==> config.mk <==
export PLATFORM = sky130hd
export DESIGN_NAME = display_packer
export DESIGN_NICKNAME = d
export VERILOG_FILES = /design/src/game_pkg.sv /design/src/display_packer.sv
export SDC_FILE = /design/constraint.sdc
export NUM_CORES = 1
export LEC_CHECK = 0
export BUFFER_PORTS_ARGS = -buffer_cell sky130_fd_sc_hd__buf_4
export CAP_MARGIN = 20
export CORE_AREA = 2 2 227 229
export CTS_BUF_LIST = sky130_fd_sc_hd__clkbuf_4 sky130_fd_sc_hd__clkbuf_8 sky130_fd_sc_hd__clkbuf_16
export CTS_CLUSTER_SIZE = 40
export DETAILED_ROUTE_END_ITERATION = 8
export DIE_AREA = 0 0 229 231
export HOLD_SLACK_MARGIN = 0.12
export PLACE_DENSITY_LB_ADDON = 0.25
export SETUP_SLACK_MARGIN = 0.5
export SYNTH_ARGS = -nofsm -noshare
export SYNTH_HDL_FRONTEND = slang
export SYNTH_SLANG_ARGS = --single-unit
==> constraint.sdc <==
create_clock -name clock -period 1.5 [get_ports clock]
set_input_delay 0.225 -clock clock [delete_from_list [all_inputs] [get_ports clock]]
set_output_delay 0.225 -clock clock [all_outputs]
set_load 0.02 [all_outputs]
==> src/game_pkg.sv <==
package game_pkg;

	// One bus word, x in the upper half
	typedef struct packed {
		logic signed [15:0] x;
		logic signed [15:0] y; // Grows downward
	} vec_t;

	typedef struct packed {
		vec_t start_pos;
		vec_t size;
		logic [31:0] buttons; // Controller word from the processor
	} player_ctrl_t;

	typedef struct packed {
		logic signed [15:0] gravity;
		logic signed [15:0] wind;
		vec_t stage_pos;
		vec_t stage_size;
	} world_t;

	typedef struct packed {
		logic offscreen; // Bit 3
		logic above;     // Bit 2, centre y above stage centre
		logic left;      // Bit 1, centre x left of stage centre
		logic overlap;   // Bit 0
	} coll_t;

	typedef struct packed {
		vec_t pos;
		vec_t vel;
		coll_t coll;
	} player_state_t;

	// Display word per player
	typedef struct packed {
		vec_t pos;
		vec_t size;
		logic [31:0] buttons;
		logic [26:0] zero;
		logic facing; // 1 faces right
		coll_t coll;
	} display_t;

	localparam logic signed [15:0] RUN_SPEED = 16'sd3;
	localparam logic signed [15:0] JUMP_SPEED = 16'sd12;
	localparam int SCREEN_W = 640;
	localparam int SCREEN_H = 480;

	// Controller bits
	localparam int BTN_LEFT = 0;
	localparam int BTN_RIGHT = 1;
	localparam int BTN_JUMP = 2;

	// Unit numbers, address bits 11:7
	localparam logic [4:0] UNIT_GLOBAL = 5'd8;

	// Player registers, address bits 6:2
	localparam logic [4:0] REG_START = 5'd0;
	localparam logic [4:0] REG_SIZE = 5'd1;
	localparam logic [4:0] REG_CTRL = 5'd2;
	localparam logic [4:0] REG_POS = 5'd4;
	localparam logic [4:0] REG_VEL = 5'd5;
	localparam logic [4:0] REG_COLL = 5'd6;

	// Global registers
	localparam logic [4:0] REG_GRAVITY = 5'd0;
	localparam logic [4:0] REG_WIND = 5'd1;
	localparam logic [4:0] REG_STAGE_POS = 5'd2;
	localparam logic [4:0] REG_STAGE_SIZE = 5'd3;
	localparam logic [4:0] REG_CMD = 5'd4;

	localparam int CMD_STEP = 0;
	localparam int CMD_SPAWN = 1;

endpackage

==> src/display_packer.sv <==
`timescale 1ns/1ns

module display_packer #(
	parameter int NUM_PLAYERS = 2
) (
	input logic clock,
	input logic reset,
	input game_pkg::player_state_t [NUM_PLAYERS-1:0] state,
	input game_pkg::player_ctrl_t [NUM_PLAYERS-1:0] ctrl,
	output game_pkg::display_t [NUM_PLAYERS-1:0] display
);

	logic [NUM_PLAYERS-1:0] facing_q;
	logic [NUM_PLAYERS-1:0] facing_next;

	// Holds last direction when both or neither pressed
	always_comb begin
		for (int p = 0; p < NUM_PLAYERS; p++) begin
			facing_next[p] = facing_q[p];
			if (ctrl[p].buttons[game_pkg::BTN_RIGHT] && !ctrl[p].buttons[game_pkg::BTN_LEFT]) begin
				facing_next[p] = 1'b1;
			end else if (ctrl[p].buttons[game_pkg::BTN_LEFT]
				&& !ctrl[p].buttons[game_pkg::BTN_RIGHT]) begin
				facing_next[p] = 1'b0;
			end
		end
	end

	always_ff @(posedge clock) begin
		if (reset) begin
			facing_q <= '0;
			display <= '0;
		end else begin
			facing_q <= facing_next;
			for (int p = 0; p < NUM_PLAYERS; p++) begin
				display[p].pos <= state[p].pos;
				display[p].size <= ctrl[p].size;
				display[p].buttons <= ctrl[p].buttons;
				display[p].zero <= '0;
				display[p].facing <= facing_next[p]; // Includes this cycle's input
				display[p].coll <= state[p].coll;
			end
		end
	end

endmodule

==> reports/results.ini <==
[grt]
grt_pass1_wl_um=31470
met1_usage_pct=7.619
grt_max_degree=51
use_met2_pct=13.87
grt_pass1_vias=5703
antenna_found_initial=1
grtUsageMet3_pct=3.113
track_usage_pct=7.614
gr-total-overflow=0
top_usage_layer=met2

[clocking]
cts_tree=built
ctsLongestPathBuffers=3
cts_root_buf=clkbuf_16
cts_sinks=202
cts_buffers=24
htreeDepth=1
clkSlewWorstSetupHoldPaths_ps=60
clk-insertion-delay-late_ps=530

[placement]
numPortBuffers=403
dp_hpwl_um=13100
post-place-ws_ps=429.5
place.gp.congestion=0.7559

[pwr]
power.total_mw=13.97
cellLeakagePower_nw=5.941
p_per_area_mw_per_mm2=1036
ir_drop_uv=718.7

[route]
wire_per_inst_um=11.84
final_antenna_net_count=0
drcViolationCount=0
wl_um=21460
via_per_inst=2.967
drt_iter0_drc=83
dr_total_vias=5377
firstDrtPassIters=4

[sta]
skew_ps=0
fin_ws_ps=280.3
post-route-period-util_pct=81.31
grt_setup_unrepaired=true
max_freq_mhz=819.9
finalMaxSlewViolations=0
setup-tns-final_ps=0
finalSetupViolCount=0
whs_ps=156.6
hold_viol=0
period_needed_ps=1220

[setup_path]
crit_required_ps=1270
critPathCaptureType=primary output
path_buf_inv=1
start_kind=flip-flop
critPathMaxFanout=1
arrival_ps=990
crit_slowest_cell=dfxtp_2
crit_chain=buf_6
path_class=reg2out
slowest_delay_ps=350
cp_top_family=flip-flops

[cells_and_area]
utilization_pct=26.60
fillers=5267
synthToLayoutAreaGrowth_pct=130.7
regArea_mm2=0.004297
fin_nets=1443
drive_gt1_share_pct=58.80
multi_input_area_mm2=0.001486

[floorplan]
dieArea_mm2=0.05290
die_w_um=229
die_y_um=231
initial_utilization_pct=11.53
ioPinCount=586
coreArea_mm2=0.05068
core.rowCount=83

[worst_hold_path]
min_path_type=in2reg

[logic_synthesis]
yosysTopAreaCell=dfxtp_1
synth_area_mm2=0.005844
synth_top_area_share_pct=69.19
synth_area_leaders=dfxtp_1 69%, nor2b_1 21%, buf_4 6.9%, buf_2 1.7%, o21bai_1 0.26%
yosysWarnings=0
syn_inst=485
ys_ff_latch=202
synth_cell_types=9
avgSynthCellArea_um2=12.05
synth_seq_area_share_pct=69.19

[job]
maxCapViolations=0

[outcome]
status=finished clean

-- flip-flops by register name (all words and copies together) (netlist names) --
signal and count:
facing_q 1, display 201
-- layout make-up --
type | instances | share of cell area [%]
timing repair buffer | 625 | 44.89
sequential | 202 | 31.87
multi-input combinational | 260 | 11.03
tap | 680 | 6.311
clock buffer | 38 | 5.643
clock inverter | 6 | 0.2413
antenna | 1 | 0.01856
-- repair_timing --
item / CTS / global route
buffers inserted: 1 / 1
resized for setup: 402 / 3
hold buffers: 206 / 0
cloned: 0 / 1
hold endpoints to repair: 202 / 0
endpoints found under the setup margin: 202 / 252
-- final timing paths --
| check | from | to | slack, ps | cells past startpoint |
|---|---|---|---|---|
| worst max-delay path | display[166] | display[166] | 280 | 1 |
| worst max register to register | facing_q[0] | facing_q[0] | 740 | 3 |
| worst min-delay path | reset | display[254] | 160 | 3 |
| worst min register to register | display[132] | display[132] | 590 | 3 |
-- metal layers --
layer	part of all wire, %	wire, um	vias up
met3	11	2401	38
met2	50	10820	315
met4	2.7	584	0
li1	-	-	2607
met5	0	0	-
met1	36	7652	2417
-- cells by family (layout without fill, tap and decap cells) --
group                  Yosys count  after routing  synth area share, %
AO/OA/AOI/OAI                    4              4               0.4281
other                            1             55              0.06416
buffers and inverters           76            669                8.778
flip-flops                     202            202                69.19
AND/OR/NAND/NOR                202            202                21.54
-- synthesized netlist by cell type --
cell type / count
dfxtp_1: 202
nand2_1: 2
buf_4: 54
o21bai_1: 2
buf_2: 20
clkbuf_1: 2
a21oi_1: 2
nor2b_1: 200
conb_1: 1
-- layout by cell type, fill, tap and decap left out --
cell	synthesis	routed
a21oi_1	2	2
dfxtp_2	0	202
clkbuf_8	0	6
nand2_1	2	2
clkbuf_4	0	7
clkinv_2	0	5
buf_12	0	5
nor2b_1	200	200
buf_6	0	203
o21bai_1	2	2
dlymetal6s4s_1	0	1
clkbuf_16	0	26
clkinvlp_4	0	1
buf_4	54	210
dlygate4sd3_1	0	205
conb_1	1	54
diode_2	0	1
-- power breakdown --
group | internal [mW] | switching, mW | total, mW
Sequential | 5.72 | 0.137 | 5.85
Combinational | 1.38 | 0.959 | 2.34
Clock | 3.47 | 2.31 | 5.78
-- stage by stage --
step,instance area [um2],instances
detailed placement,9570,1558
CTS,13440,1809
floorplan,6043,538
global placement,9570,1558
global route,13480,1812
finish,13480,1812
No activity file was read; power rests on OpenSTA's default activity.
