`src/game_pkg.sv`:
```
package game_pkg;

	// One bus word, x in the upper half
	typedef struct packed {
		logic signed [15:0] x;
		logic signed [15:0] y; // Grows downward
	} vec_t;

	typedef struct packed {
		vec_t start_pos;
		vec_t size;
		logic [31:0] buttons; // Controller word from the processor
	} player_ctrl_t;

	typedef struct packed {
		logic signed [15:0] gravity;
		logic signed [15:0] wind;
		vec_t stage_pos;
		vec_t stage_size;
	} world_t;

	typedef struct packed {
		logic offscreen; // Bit 3
		logic above;     // Bit 2, centre y above stage centre
		logic left;      // Bit 1, centre x left of stage centre
		logic overlap;   // Bit 0
	} coll_t;

	typedef struct packed {
		vec_t pos;
		vec_t vel;
		coll_t coll;
	} player_state_t;

	// Display word per player
	typedef struct packed {
		vec_t pos;
		vec_t size;
		logic [31:0] buttons;
		logic [26:0] zero;
		logic facing; // 1 faces right
		coll_t coll;
	} display_t;

	localparam logic signed [15:0] RUN_SPEED = 16'sd3;
	localparam logic signed [15:0] JUMP_SPEED = 16'sd12;
	localparam int SCREEN_W = 640;
	localparam int SCREEN_H = 480;

	// Controller bits
	localparam int BTN_LEFT = 0;
	localparam int BTN_RIGHT = 1;
	localparam int BTN_JUMP = 2;

	// Unit numbers, address bits 11:7
	localparam logic [4:0] UNIT_GLOBAL = 5'd8;

	// Player registers, address bits 6:2
	localparam logic [4:0] REG_START = 5'd0;
	localparam logic [4:0] REG_SIZE = 5'd1;
	localparam logic [4:0] REG_CTRL = 5'd2;
	localparam logic [4:0] REG_POS = 5'd4;
	localparam logic [4:0] REG_VEL = 5'd5;
	localparam logic [4:0] REG_COLL = 5'd6;

	// Global registers
	localparam logic [4:0] REG_GRAVITY = 5'd0;
	localparam logic [4:0] REG_WIND = 5'd1;
	localparam logic [4:0] REG_STAGE_POS = 5'd2;
	localparam logic [4:0] REG_STAGE_SIZE = 5'd3;
	localparam logic [4:0] REG_CMD = 5'd4;

	localparam int CMD_STEP = 0;
	localparam int CMD_SPAWN = 1;

endpackage

```
`src/collision_check.sv`:
```
`timescale 1ns/1ns

module collision_check (
	input game_pkg::vec_t player_pos,
	input game_pkg::vec_t player_size,
	input game_pkg::vec_t stage_pos,
	input game_pkg::vec_t stage_size,
	output game_pkg::coll_t coll
);

	// One extra bit so far edges do not wrap
	logic signed [16:0] px0, px1, py0, py1;
	logic signed [16:0] sx0, sx1, sy0, sy1;
	logic signed [16:0] pcx, pcy, scx, scy;

	assign px0 = player_pos.x;
	assign py0 = player_pos.y;
	assign px1 = player_pos.x + player_size.x; // Exclusive edge
	assign py1 = player_pos.y + player_size.y;
	assign sx0 = stage_pos.x;
	assign sy0 = stage_pos.y;
	assign sx1 = stage_pos.x + stage_size.x;
	assign sy1 = stage_pos.y + stage_size.y;

	assign pcx = player_pos.x + (player_size.x >>> 1);
	assign pcy = player_pos.y + (player_size.y >>> 1);
	assign scx = stage_pos.x + (stage_size.x >>> 1);
	assign scy = stage_pos.y + (stage_size.y >>> 1);

	always_comb begin
		coll.overlap = (px0 < sx1) && (sx0 < px1) && (py0 < sy1) && (sy0 < py1);
		coll.left = pcx < scx;
		coll.above = pcy < scy;
		// Far corner may sit exactly on the screen edge
		coll.offscreen = (px0 < 0) || (py0 < 0)
			|| (px1 > game_pkg::SCREEN_W) || (py1 > game_pkg::SCREEN_H);
	end

endmodule

```
`src/player_lane.sv`:
```
`timescale 1ns/1ns

module player_lane (
	input logic clock,
	input logic reset,
	input logic step,
	input logic spawn,
	input game_pkg::player_ctrl_t ctrl,
	input game_pkg::world_t world,
	output game_pkg::player_state_t state
);

	game_pkg::vec_t pos_q;
	game_pkg::vec_t vel_q;
	game_pkg::vec_t pos_next;
	game_pkg::vec_t vel_next;
	game_pkg::coll_t coll;
	logic left, right, jump;
	logic grounded;
	logic landing;

	collision_check coll_i (
		.player_pos(pos_q),
		.player_size(ctrl.size),
		.stage_pos(world.stage_pos),
		.stage_size(world.stage_size),
		.coll(coll)
	);

	assign left = ctrl.buttons[game_pkg::BTN_LEFT];
	assign right = ctrl.buttons[game_pkg::BTN_RIGHT];
	assign jump = ctrl.buttons[game_pkg::BTN_JUMP];

	// Standing on top of the stage
	assign grounded = coll.overlap && coll.above && (vel_q.y >= 0);
	assign landing = coll.overlap && coll.above && (vel_q.y > 0); // Falling into it

	always_comb begin
		vel_next.x = world.wind;
		if (right) begin
			vel_next.x = vel_next.x + game_pkg::RUN_SPEED;
		end
		if (left) begin
			vel_next.x = vel_next.x - game_pkg::RUN_SPEED;
		end
		pos_next.x = pos_q.x + vel_next.x;

		if (grounded && jump) begin
			vel_next.y = -game_pkg::JUMP_SPEED;
			pos_next.y = pos_q.y + vel_next.y;
		end else if (landing) begin
			vel_next.y = '0;
			pos_next.y = world.stage_pos.y - ctrl.size.y; // Feet on stage top
		end else begin
			vel_next.y = vel_q.y + world.gravity;
			pos_next.y = pos_q.y + vel_next.y;
		end
	end

	always_ff @(posedge clock) begin
		if (reset) begin
			pos_q <= '0;
			vel_q <= '0;
		end else if (spawn) begin // Wins over step
			pos_q <= ctrl.start_pos;
			vel_q <= '0;
		end else if (step) begin
			pos_q <= pos_next;
			vel_q <= vel_next;
		end
	end

	always_comb begin
		state.pos = pos_q;
		state.vel = vel_q;
		state.coll = coll; // Live, follows pos
	end

endmodule

```
`config.mk`:
```
export PLATFORM = sky130hd
export DESIGN_NAME = player_lane
export DESIGN_NICKNAME = d
export VERILOG_FILES = /design/src/game_pkg.sv /design/src/collision_check.sv /design/src/player_lane.sv
export SDC_FILE = /design/constraint.sdc
export NUM_CORES = 1
export LEC_CHECK = 0
export BUFFER_PORTS_ARGS = -buffer_cell sky130_fd_sc_hd__buf_2
export CAP_MARGIN = 40
export CORE_ASPECT_RATIO = 0.5
export CORE_MARGIN = 4
export CORE_UTILIZATION = 30
export DETAILED_ROUTE_END_ITERATION = 6
export PLACE_DENSITY = 0.45
export SYNTH_ARGS = -nofsm -noshare
export SYNTH_HDL_FRONTEND = slang
export SYNTH_HIERARCHICAL = 1
export SYNTH_SLANG_ARGS = --single-unit
```
`constraint.sdc`:
```
create_clock -name clock -period 9.2 [get_ports clock]
set_clock_uncertainty 0.05 [all_clocks]
set_input_delay 0.92 -clock clock [delete_from_list [all_inputs] [get_ports clock]]
set_output_delay 0.92 -clock clock [all_outputs]
set_load 0.01 [all_outputs]
```
==> results.md <==
- Cell mode on critical path: a21oi_1
- Synth Area in XOR/XNOR: between 10% and 20%
- Critical path class: primary input to register
- Yosys warns: 6
- Max clock buf depth: 2
- Critical Path Source Type: primary input
- Synth Register Bits: between 60 and 70
- Hold crit path type: register to register
- TritonCTS clock tree: built
- VDD IR max: roughly 0.087 mV
- Fillcell total: 4914
- Core ar.: 45600 um2
- Top post-synthesis cells by area: ha_1 (25%), dfxtp_1 (9.2%), xnor2_1 (6.9%)
- Initial antenna violation count: 4
- Most instantiated library cell after synthesis: ha_1
- Routed len/inst: 16.6 um
- Post-Syn Area per Cell: 7.61 um2
- TNS Setup: 0 ns
- Postcts setup bufs: 0
- Vias per cell: a little over 5
- Remaining DRCs: 0
- First-pass GRT wire length: 70400 um
- Max Freq: 148 MHz
- First-pass iteration count of the detailed router: 5
- Hold_buf cts: 0
- Min Tclk post-route: 6.76 ns
- Largest family of logic cells by synthesized area: adder cells
- Synth Cell Area: 14000 um2
- Mapped Cells: 1839
- Post-synthesis mux area share: approximately 2.1%
- Htree depth: 3
- Synth Flop Type: dfxtp_1
- Largest net degree at the start of global routing: 70
- Post_cts resized: 0
- Worst Path Required: 9.33 ns
- IO Pins: 264
- Non-filler cells, final: about 2700
- Outcome: complete, no violations
- Leak: 7.86 nW
- Total GRT Usage: 17.2%
- Net Count, Synth: 2332
- Kind of end point of the critical path: register
- Die span in y: 161 um
- P per Cell Area: 126 nW/um2
- Setup-failing EPs final: 0
- Vias: 13579
- Unrepaired setup endpoints after global routing: false
- Crit share post-route: 73.5%
- Largest stage delay, worst path: 0.61 ns
- Drt total wl: between 40000 and 50000 um
- Fraction of layout cells with a size suffix above 1: 14.9%
- DRT antenna net count: 0
- Area Overhead vs Synth: 15.5%
- Synth Area in Adders: 27.2%
- Ys async rst share: 0%
- Register area share after synthesis: 9.16%
- First-iteration detailed-routing DRC count: 704
- Starting Density: a little under a third
- Setup slack after layout: 2.44 ns
- CTS clk-pin slew, worst paths: around 0.060 ns
- Critical path peak fanout: 15
- Max-Cap Viols: 0
- Number of synthesized flops with an enable pin: 0
- CP Buf/Inv Count: 1
- Yosys cell types: 87
- Worst-Margin Slew: 0.779 ns
- Vias in the first global route: around 13000
- Max Slew Vio Count: 0
- Final hold violation count: 0
- Post-synth top area cell: ha_1
- CTS buffer count: 9
- Final GP Congestion: 0.829
- Worst skew pair latency: 0.35 ns
- GR Overflow Total: 0
- Clk sinks: 64
- Placed Cells: between 2000 and 3000
- Critical Path Slowest Stage Cell: and2_1
- Critical path's top delay family: compound AO/OA/AOI/OAI gates
- Post-Place Worst Slack: 2.13 ns
- CTS root buf: clkbuf_16
- Max reg flops: 64
- FP Rows: 55
- Nets: approximately 2500
- Post-Synth Simple-Gate Area: 19.4%
- Hold Slack: 0.438 ns
- Die area: 50400 um2
- Top cells by count, synth: ha_1 (285), a21oi_1 (183), nor2_1 (149)
- Die width: about 310 um
- I/O Buffers: 234
- Relative slew slack: a little under half
- Synth Area in Compound Gates: 26.4%
- Share of the synthesized area in the top cell type: 25.5%
- Hpwl dp: 37000 um
- CP Data Arrival Time: 6.89 ns
[final cells by class]
| cell class | instances | area [um2] | share of cell area, % |
|---|---|---|---|
| multi-input cells | 1611 | 12100 | 74.7 |
| flip-flops and latches | 64 | 1280 | 7.93 |
| repair buffers | 244 | 1250 | 7.71 |
| well taps | 627 | 785 | 4.85 |
| inverters | 119 | 447 | 2.76 |
| clock buffers | 11 | 243 | 1.50 |
| clock inverters | 5 | 80.1 | 0.495 |
| diodes | 2 | 5.00 | 0.0310 |
[worst paths after layout]
| kind | start | to | slack [ns] | cells after the start |
|---|---|---|---|---|
| max | world[32] | state[46] | 2.44 | 25 |
| min | state[28] | state[28] | 0.44 | 2 |
| max reg2reg | state[53] | state[46] | 2.82 | 25 |
| min reg2reg | state[28] | state[28] | 0.44 | 2 |
[cells in the final DEF, fill, tap and decap left out, types with 32 or more instances in the layout]
cell type	n
nor3_1	59
a21oi_1	183
ha_1	285
nor2b_1	32
inv_1	119
dfxtp_1	64
nand2b_1	35
nor2_1	149
nand2_1	99
xor2_1	64
a21o_1	60
o21ai_0	106
buf_2	234
nand3_1	44
xnor2_1	111
[worst register-to-register path, stage by stage (launching register included)]
cell and delay (ns):
dfxtp_1 0.56, inv_1 0.18, fa_1 0.48, nand2b_1 0.19
a21oi_1 0.25, o211ai_1 0.22, a2111oi_0 0.46, o21ai_0 0.18
nand2_1 0.11, xor2_1 0.20, inv_1 0.07, ha_1 0.29
a21o_1 0.18, a21oi_1 0.14, nand3_1 0.08, o21ai_0 0.09
o311ai_0 0.16, a221oi_1 0.28, o211ai_1 0.18, a21oi_1 0.19
nand2_1 0.10, nor2_1 0.20, and2_1 0.61, o21ai_0 0.19
a2111oi_0 0.45, a2111oi_0 0.12
[per-stage QoR]
stage,util (%),cell area [um2],total power [mW]
floorplan,-,14000,1.31
global placement,34.7,15800,1.66
detailed placement,34.7,15800,1.66
CTS,35.4,16200,2.06
global route,35.4,16200,2.26
finish,35.4,16200,2.04
[routing by layer]
metal  routed length, um  up-vias  GRT usage (%)
li1                    -     7221              -
met1               21700     6176           23.2
met2               21300      159           30.1
met3                1140       21           2.17
met4                 267        2           1.98
met5                  13        -              0
[power by group]
group          internal [mW]  switching, mW
clock network          0.244          0.144
logic                  0.586          0.717
registers              0.299         0.0531
[kinds of logic after synthesis]
logic type / count (synthesis)
AO/OA/AOI/OAI: 572
flip-flops: 64
buffers and inverters: 164
multiplexers: 29
XOR/XNOR: 177
AND/OR/NAND/NOR: 536
adder cells (fa/ha/maj): 297
Note: power is estimated with default switching activity, not from simulation.
