`src/game_pkg.sv`:
```
package game_pkg;

	// One bus word, x in the upper half
	typedef struct packed {
		logic signed [15:0] x;
		logic signed [15:0] y; // Grows downward
	} vec_t;

	typedef struct packed {
		vec_t start_pos;
		vec_t size;
		logic [31:0] buttons; // Controller word from the processor
	} player_ctrl_t;

	typedef struct packed {
		logic signed [15:0] gravity;
		logic signed [15:0] wind;
		vec_t stage_pos;
		vec_t stage_size;
	} world_t;

	typedef struct packed {
		logic offscreen; // Bit 3
		logic above;     // Bit 2, centre y above stage centre
		logic left;      // Bit 1, centre x left of stage centre
		logic overlap;   // Bit 0
	} coll_t;

	typedef struct packed {
		vec_t pos;
		vec_t vel;
		coll_t coll;
	} player_state_t;

	// Display word per player
	typedef struct packed {
		vec_t pos;
		vec_t size;
		logic [31:0] buttons;
		logic [26:0] zero;
		logic facing; // 1 faces right
		coll_t coll;
	} display_t;

	localparam logic signed [15:0] RUN_SPEED = 16'sd3;
	localparam logic signed [15:0] JUMP_SPEED = 16'sd12;
	localparam int SCREEN_W = 640;
	localparam int SCREEN_H = 480;

	// Controller bits
	localparam int BTN_LEFT = 0;
	localparam int BTN_RIGHT = 1;
	localparam int BTN_JUMP = 2;

	// Unit numbers, address bits 11:7
	localparam logic [4:0] UNIT_GLOBAL = 5'd8;

	// Player registers, address bits 6:2
	localparam logic [4:0] REG_START = 5'd0;
	localparam logic [4:0] REG_SIZE = 5'd1;
	localparam logic [4:0] REG_CTRL = 5'd2;
	localparam logic [4:0] REG_POS = 5'd4;
	localparam logic [4:0] REG_VEL = 5'd5;
	localparam logic [4:0] REG_COLL = 5'd6;

	// Global registers
	localparam logic [4:0] REG_GRAVITY = 5'd0;
	localparam logic [4:0] REG_WIND = 5'd1;
	localparam logic [4:0] REG_STAGE_POS = 5'd2;
	localparam logic [4:0] REG_STAGE_SIZE = 5'd3;
	localparam logic [4:0] REG_CMD = 5'd4;

	localparam int CMD_STEP = 0;
	localparam int CMD_SPAWN = 1;

endpackage

```
`src/game_mmio.sv`:
```
`timescale 1ns/1ns

module game_mmio #(
	parameter int NUM_PLAYERS = 2,
	parameter int MEM_ADDR_W = 8
) (
	input logic clock,
	input logic reset,
	input logic wren,
	input logic [12:0] address,
	input logic [31:0] data_in,
	output logic [31:0] data_out,
	output logic mem_wren,
	output logic [MEM_ADDR_W-1:0] mem_addr,
	input logic [31:0] mem_q,
	output game_pkg::player_ctrl_t [NUM_PLAYERS-1:0] ctrl,
	output game_pkg::world_t world,
	output logic step,
	output logic spawn,
	input game_pkg::player_state_t [NUM_PLAYERS-1:0] state
);

	logic is_reg;
	logic [4:0] unit_idx;
	logic [4:0] reg_idx;
	logic cmd_wr;
	logic [31:0] reg_rdata;
	logic [31:0] rd_data_q;
	logic rd_mem_q; // Last read went to data memory

	assign is_reg = address[12];
	assign unit_idx = address[11:7];
	assign reg_idx = address[6:2];

	assign mem_wren = wren & ~is_reg;
	assign mem_addr = address[MEM_ADDR_W-1:0];

	assign cmd_wr = wren && is_reg && (unit_idx == game_pkg::UNIT_GLOBAL)
		&& (reg_idx == game_pkg::REG_CMD);

	// Register read select, zero for anything unmapped
	always_comb begin
		reg_rdata = '0;
		if (is_reg) begin
			if (unit_idx == game_pkg::UNIT_GLOBAL) begin
				case (reg_idx)
					game_pkg::REG_GRAVITY: reg_rdata = {16'b0, world.gravity};
					game_pkg::REG_WIND: reg_rdata = {16'b0, world.wind};
					game_pkg::REG_STAGE_POS: reg_rdata = world.stage_pos;
					game_pkg::REG_STAGE_SIZE: reg_rdata = world.stage_size;
					default: reg_rdata = '0; // CMD reads back zero
				endcase
			end
			for (int p = 0; p < NUM_PLAYERS; p++) begin
				if (unit_idx == 5'(p)) begin
					case (reg_idx)
						game_pkg::REG_START: reg_rdata = ctrl[p].start_pos;
						game_pkg::REG_SIZE: reg_rdata = ctrl[p].size;
						game_pkg::REG_CTRL: reg_rdata = ctrl[p].buttons;
						game_pkg::REG_POS: reg_rdata = state[p].pos;
						game_pkg::REG_VEL: reg_rdata = state[p].vel;
						game_pkg::REG_COLL: reg_rdata = {28'b0, state[p].coll};
						default: reg_rdata = '0;
					endcase
				end
			end
		end
	end

	always_ff @(posedge clock) begin
		if (reset) begin
			ctrl <= '0;
			world <= '0;
			step <= 1'b0;
			spawn <= 1'b0;
			rd_mem_q <= 1'b0;
			rd_data_q <= '0;
		end else begin
			step <= cmd_wr & data_in[game_pkg::CMD_STEP]; // One cycle only
			spawn <= cmd_wr & data_in[game_pkg::CMD_SPAWN];
			rd_mem_q <= ~is_reg; // Lines up with mem_q
			rd_data_q <= reg_rdata;

			if (wren && is_reg) begin
				if (unit_idx == game_pkg::UNIT_GLOBAL) begin
					case (reg_idx)
						game_pkg::REG_GRAVITY: world.gravity <= data_in[15:0];
						game_pkg::REG_WIND: world.wind <= data_in[15:0];
						game_pkg::REG_STAGE_POS: world.stage_pos <= data_in;
						game_pkg::REG_STAGE_SIZE: world.stage_size <= data_in;
						default: ;
					endcase
				end
				for (int p = 0; p < NUM_PLAYERS; p++) begin
					if (unit_idx == 5'(p)) begin
						case (reg_idx)
							game_pkg::REG_START: ctrl[p].start_pos <= data_in;
							game_pkg::REG_SIZE: ctrl[p].size <= data_in;
							game_pkg::REG_CTRL: ctrl[p].buttons <= data_in;
							default: ; // State registers are read only
						endcase
					end
				end
			end
		end
	end

	// Memory word is already registered inside data_mem
	assign data_out = rd_mem_q ? mem_q : rd_data_q;

endmodule

```
`config.mk`:
```
export PLATFORM = sky130hd
export DESIGN_NAME = game_mmio
export DESIGN_NICKNAME = d
export VERILOG_FILES = /design/src/game_pkg.sv /design/src/game_mmio.sv
export SDC_FILE = /design/constraint.sdc
export NUM_CORES = 1
export LEC_CHECK = 0
export BUFFER_PORTS_ARGS = -buffer_cell sky130_fd_sc_hd__buf_2
export CORE_AREA = 2 2 215 217
export DETAILED_ROUTE_END_ITERATION = 7
export DIE_AREA = 0 0 217 219
export GPL_ROUTABILITY_DRIVEN = 0
export HOLD_SLACK_MARGIN = 0.15
export SYNTH_ARGS = -nofsm -noshare
export SYNTH_HDL_FRONTEND = slang
export SYNTH_SLANG_ARGS = --single-unit
```
`constraint.sdc`:
```
create_clock -name clock -period 4.1 [get_ports clock]
set_input_delay 0.82 -clock clock [delete_from_list [all_inputs] [get_ports clock]]
set_output_delay 0.82 -clock clock [all_outputs]
set_load 0.02 [all_outputs]
```
==> impl_metrics.env <==
export IMPL_cts_tree="built"
export IMPL_p_total_mw=6.81
export IMPL_fp_row_count=78
export IMPL_syn_nets=2002
export IMPL_synth_seq_cells=323
export IMPL_initial_utilization_pct=33.1
export IMPL_rsz0062_at_grt="false"
export IMPL_pre_cts_ws_ps=776
export IMPL_drcViolationCount=0
export IMPL_die_w_microns=217
export IMPL_cts_buffer_depth=3
export IMPL_core_sq_um=45100
export IMPL_grt_pass1_vias=14700
export IMPL_grt_max_degree=100
export IMPL_tns_ps=0
export IMPL_status="complete, no violations"
export IMPL_pin_count=547
export IMPL_drt_iter0_markers=1373
export IMPL_critical_path_max_fanout=32
export IMPL_slowest_stage="dfxtp_2"
export IMPL_netlist_instances=1786
export IMPL_drt_wl_total_microns=66900
export IMPL_hp_start="world[25]"
export IMPL_critPathTopFamily="flip-flops"
export IMPL_synthDistinctLibCells=51
export IMPL_htreeDepth=2
export IMPL_worst_setup_path_type="register to output port"
export IMPL_finalNetCount=2445
export IMPL_relSlewSlack_pct=18.5
export IMPL_finalHoldViolCount=0
export IMPL_final_cell_mix="539 x buf_2, 476 x nand2_1, 322 x dfxtp_1"
export IMPL_setup_viol_count_final=0
export IMPL_yosysSeqAreaShare_pct=43.3
export IMPL_drv_cap=0
export IMPL_gr_total_overflow=0
export IMPL_period_needed_ps=3050
export IMPL_path_clk_slew_ps=60
export IMPL_die_h_microns=219
export IMPL_syn_area_sq_um=14900
export IMPL_p_leak_nw=8.40
export IMPL_antenna_found_initial=2
export IMPL_max_freq_mhz=327
export IMPL_die_area_sq_um=47500
export IMPL_cp_end_kind="output port"
export IMPL_root_buffer="clkbuf_16"
export IMPL_via_count=15300
export IMPL_finalMaxSlewViolations=0
export IMPL_yosys_most_used_dff="dfxtp_1"
export IMPL_avgSynthCellArea_sq_um=8.36
export IMPL_hold_end="world[25]"
export IMPL_reg2reg_depth=5
export IMPL_insertion_delay_ps=540
export IMPL_cts_num_sinks=323
export IMPL_cp_slowest_stage_delay_ps=1080
export IMPL_postCtsHoldBufs=0
export IMPL_cts_buffers=37
export IMPL_arrival_ps=2230
export IMPL_avgRoutedWirePerCell_microns=23.4
export IMPL_ys_warnings_count=0
export IMPL_cp_cell_sequence="mux2_2 -> buf_2"
export IMPL_vias_per_cell=5.38
export IMPL_worst_r2r_startpoint="ctrl[15]"
export IMPL_worst_slack_ps=1050
export IMPL_postCtsSetupBuffers=0
export IMPL_drive_above_1_share_pct=31.9
export IMPL_io_buffers=542
export IMPL_async_reset_ff_share_pct=0
export IMPL_dpl_hpwl_microns=47100
export IMPL_fin_skew_ps=8.76
export IMPL_final_common_cell="buf_2"
export IMPL_ir_drop_mv=0.328
export IMPL_grt_total_usage_pct=26.9
export IMPL_hold_slack_ps=467
export IMPL_top_layer_used="met4"
export IMPL_hp_class="register to register"
export IMPL_cts_resized=0
export IMPL_dr_wl_met2_microns=31300
export IMPL_fin_crit_sh_pct=74.5
export IMPL_fin_area_sq_um=19100
export IMPL_grt_pass1_wl_microns=95900
export IMPL_critPathLaunchType="register"
export IMPL_power_per_cell_area_nw_per_um2=357
export IMPL_syn_to_final_growth_pct=28.0
export IMPL_worstHoldPathCells=2
export IMPL_wl_met3_microns=5200
export IMPL_worstPathRequired_ps=3280
export IMPL_drtPass1Iterations=6
export IMPL_critical_path_buf_inv_count=1
export IMPL_antenna_left=0
export IMPL_timing_reg2reg_setup_slack_ps=2590
export IMPL_synth_edf_count=0
export IMPL_worstMarginPinSlew_ps=1220
export IMPL_fillCellCount=4568
export IMPL_r2r_end="rd_data_q[15]"
export IMPL_wl_met1_microns=28100
export IMPL_place_area_sq_um=18000
[cell usage after synthesis (all sizes together) (3+ instances only)]
| cell type | instances | area share (%) |
|---|---|---|
| and3 | 3 | 0.13 |
| or3 | 3 | 0.13 |
| o221ai | 7 | 0.41 |
| nand2 | 478 | 12 |
| nor2 | 108 | 2.8 |
| a21oi | 275 | 9.2 |
| o2bb2ai | 7 | 0.41 |
| and2 | 4 | 0.17 |
| nor4 | 3 | 0.27 |
| nor2b | 7 | 0.29 |
| o211ai | 3 | 0.15 |
| clkbuf | 104 | 2.6 |
| o32ai | 4 | 0.23 |
| a211o | 13 | 0.76 |
| dfxtp | 323 | 43 |
| buf | 78 | 3.2 |
| mux4 | 16 | 2.4 |
| a221oi | 15 | 0.88 |
| nand2b | 4 | 0.17 |
| nand3 | 8 | 0.30 |
| mux2 | 38 | 2.9 |
| o22ai | 45 | 1.9 |
| a21o | 5 | 0.25 |
| o22a | 5 | 0.29 |
| nand4 | 4 | 0.17 |
| a32oi | 6 | 0.35 |
| nor3 | 10 | 0.61 |
| mux2i | 188 | 13 |
| o21ai | 10 | 0.34 |
| a211oi | 3 | 0.15 |
[cells by family (layout without fill, tap and decap cells)]
group,count (synthesis),count (layout),synth area share (%)
AOI/OAI and AO/OA,401,401,15.5
buffers and inverters,182,648,5.81
DFF,323,323,43.3
muxes,242,242,17.9
other,0,2,0
and+or+nand+nor,638,638,17.5
[layer usage]
layer,GRT usage (%),up-vias
li1,-,7035
met1,35.3,7398
met2,44.0,796
met3,4.59,118
met4,10.5,0
met5,0,-
[metrics by stage]
stage / std cells / util (%)
2_1_floorplan: 1786 / -
3_3_place_gp: 2790 / 39.8
3_5_place_dp: 2790 / 39.8
4_1_cts: 2852 / 42.4
5_1_grt: 2853 / 42.4
6_report: 2854 / 42.4
[flip-flops by register name (all words and copies together) (netlist names)]
signal / cells
ctrl: 192
world: 96
rd_data_q: 32
rd_mem_q: 1
spawn: 1
step: 1
[worst max-delay path by stage]
stage	start	to	slack, ps	cells past startpoint
floorplan	address[2]	rd_data_q[10]	1640	5
global placement	address[6]	ctrl[116]	840	6
detailed placement	address[6]	ctrl[101]	780	6
CTS	rd_mem_q	data_out[24]	990	2
global route	rd_mem_q	data_out[24]	980	2
finish	rd_mem_q	data_out[15]	1050	2
[area by class of cell]
cell class | instances | area, sq um | share of cell area (%)
multi-input cells | 1281 | 7660 | 40.1
flip-flops and latches | 323 | 6470 | 33.9
repair buffers | 586 | 3080 | 16.1
clock buffers | 59 | 1130 | 5.91
well taps | 600 | 751 | 3.93
clock inverters | 3 | 17.5 | 0.0917
diodes | 2 | 5.00 | 0.0262
[worst reg2reg max path, stage by stage (launching register included)]
cell	delay (ps)
dfxtp_1	360
mux2i_1	210
nor2_1	80
a221oi_1	340
a21oi_1	120
a211o_1	300
[where the power goes]
group / switching [mW] / total, mW / internal (mW)
clock: 1.32 / 3.19 / 1.87
sequential: 0.00965 / 3.15 / 3.14
combinational: 0.303 / 0.478 / 0.175
total: 1.63 / 6.81 / 5.19
Note: power is estimated with default switching activity, not from simulation.
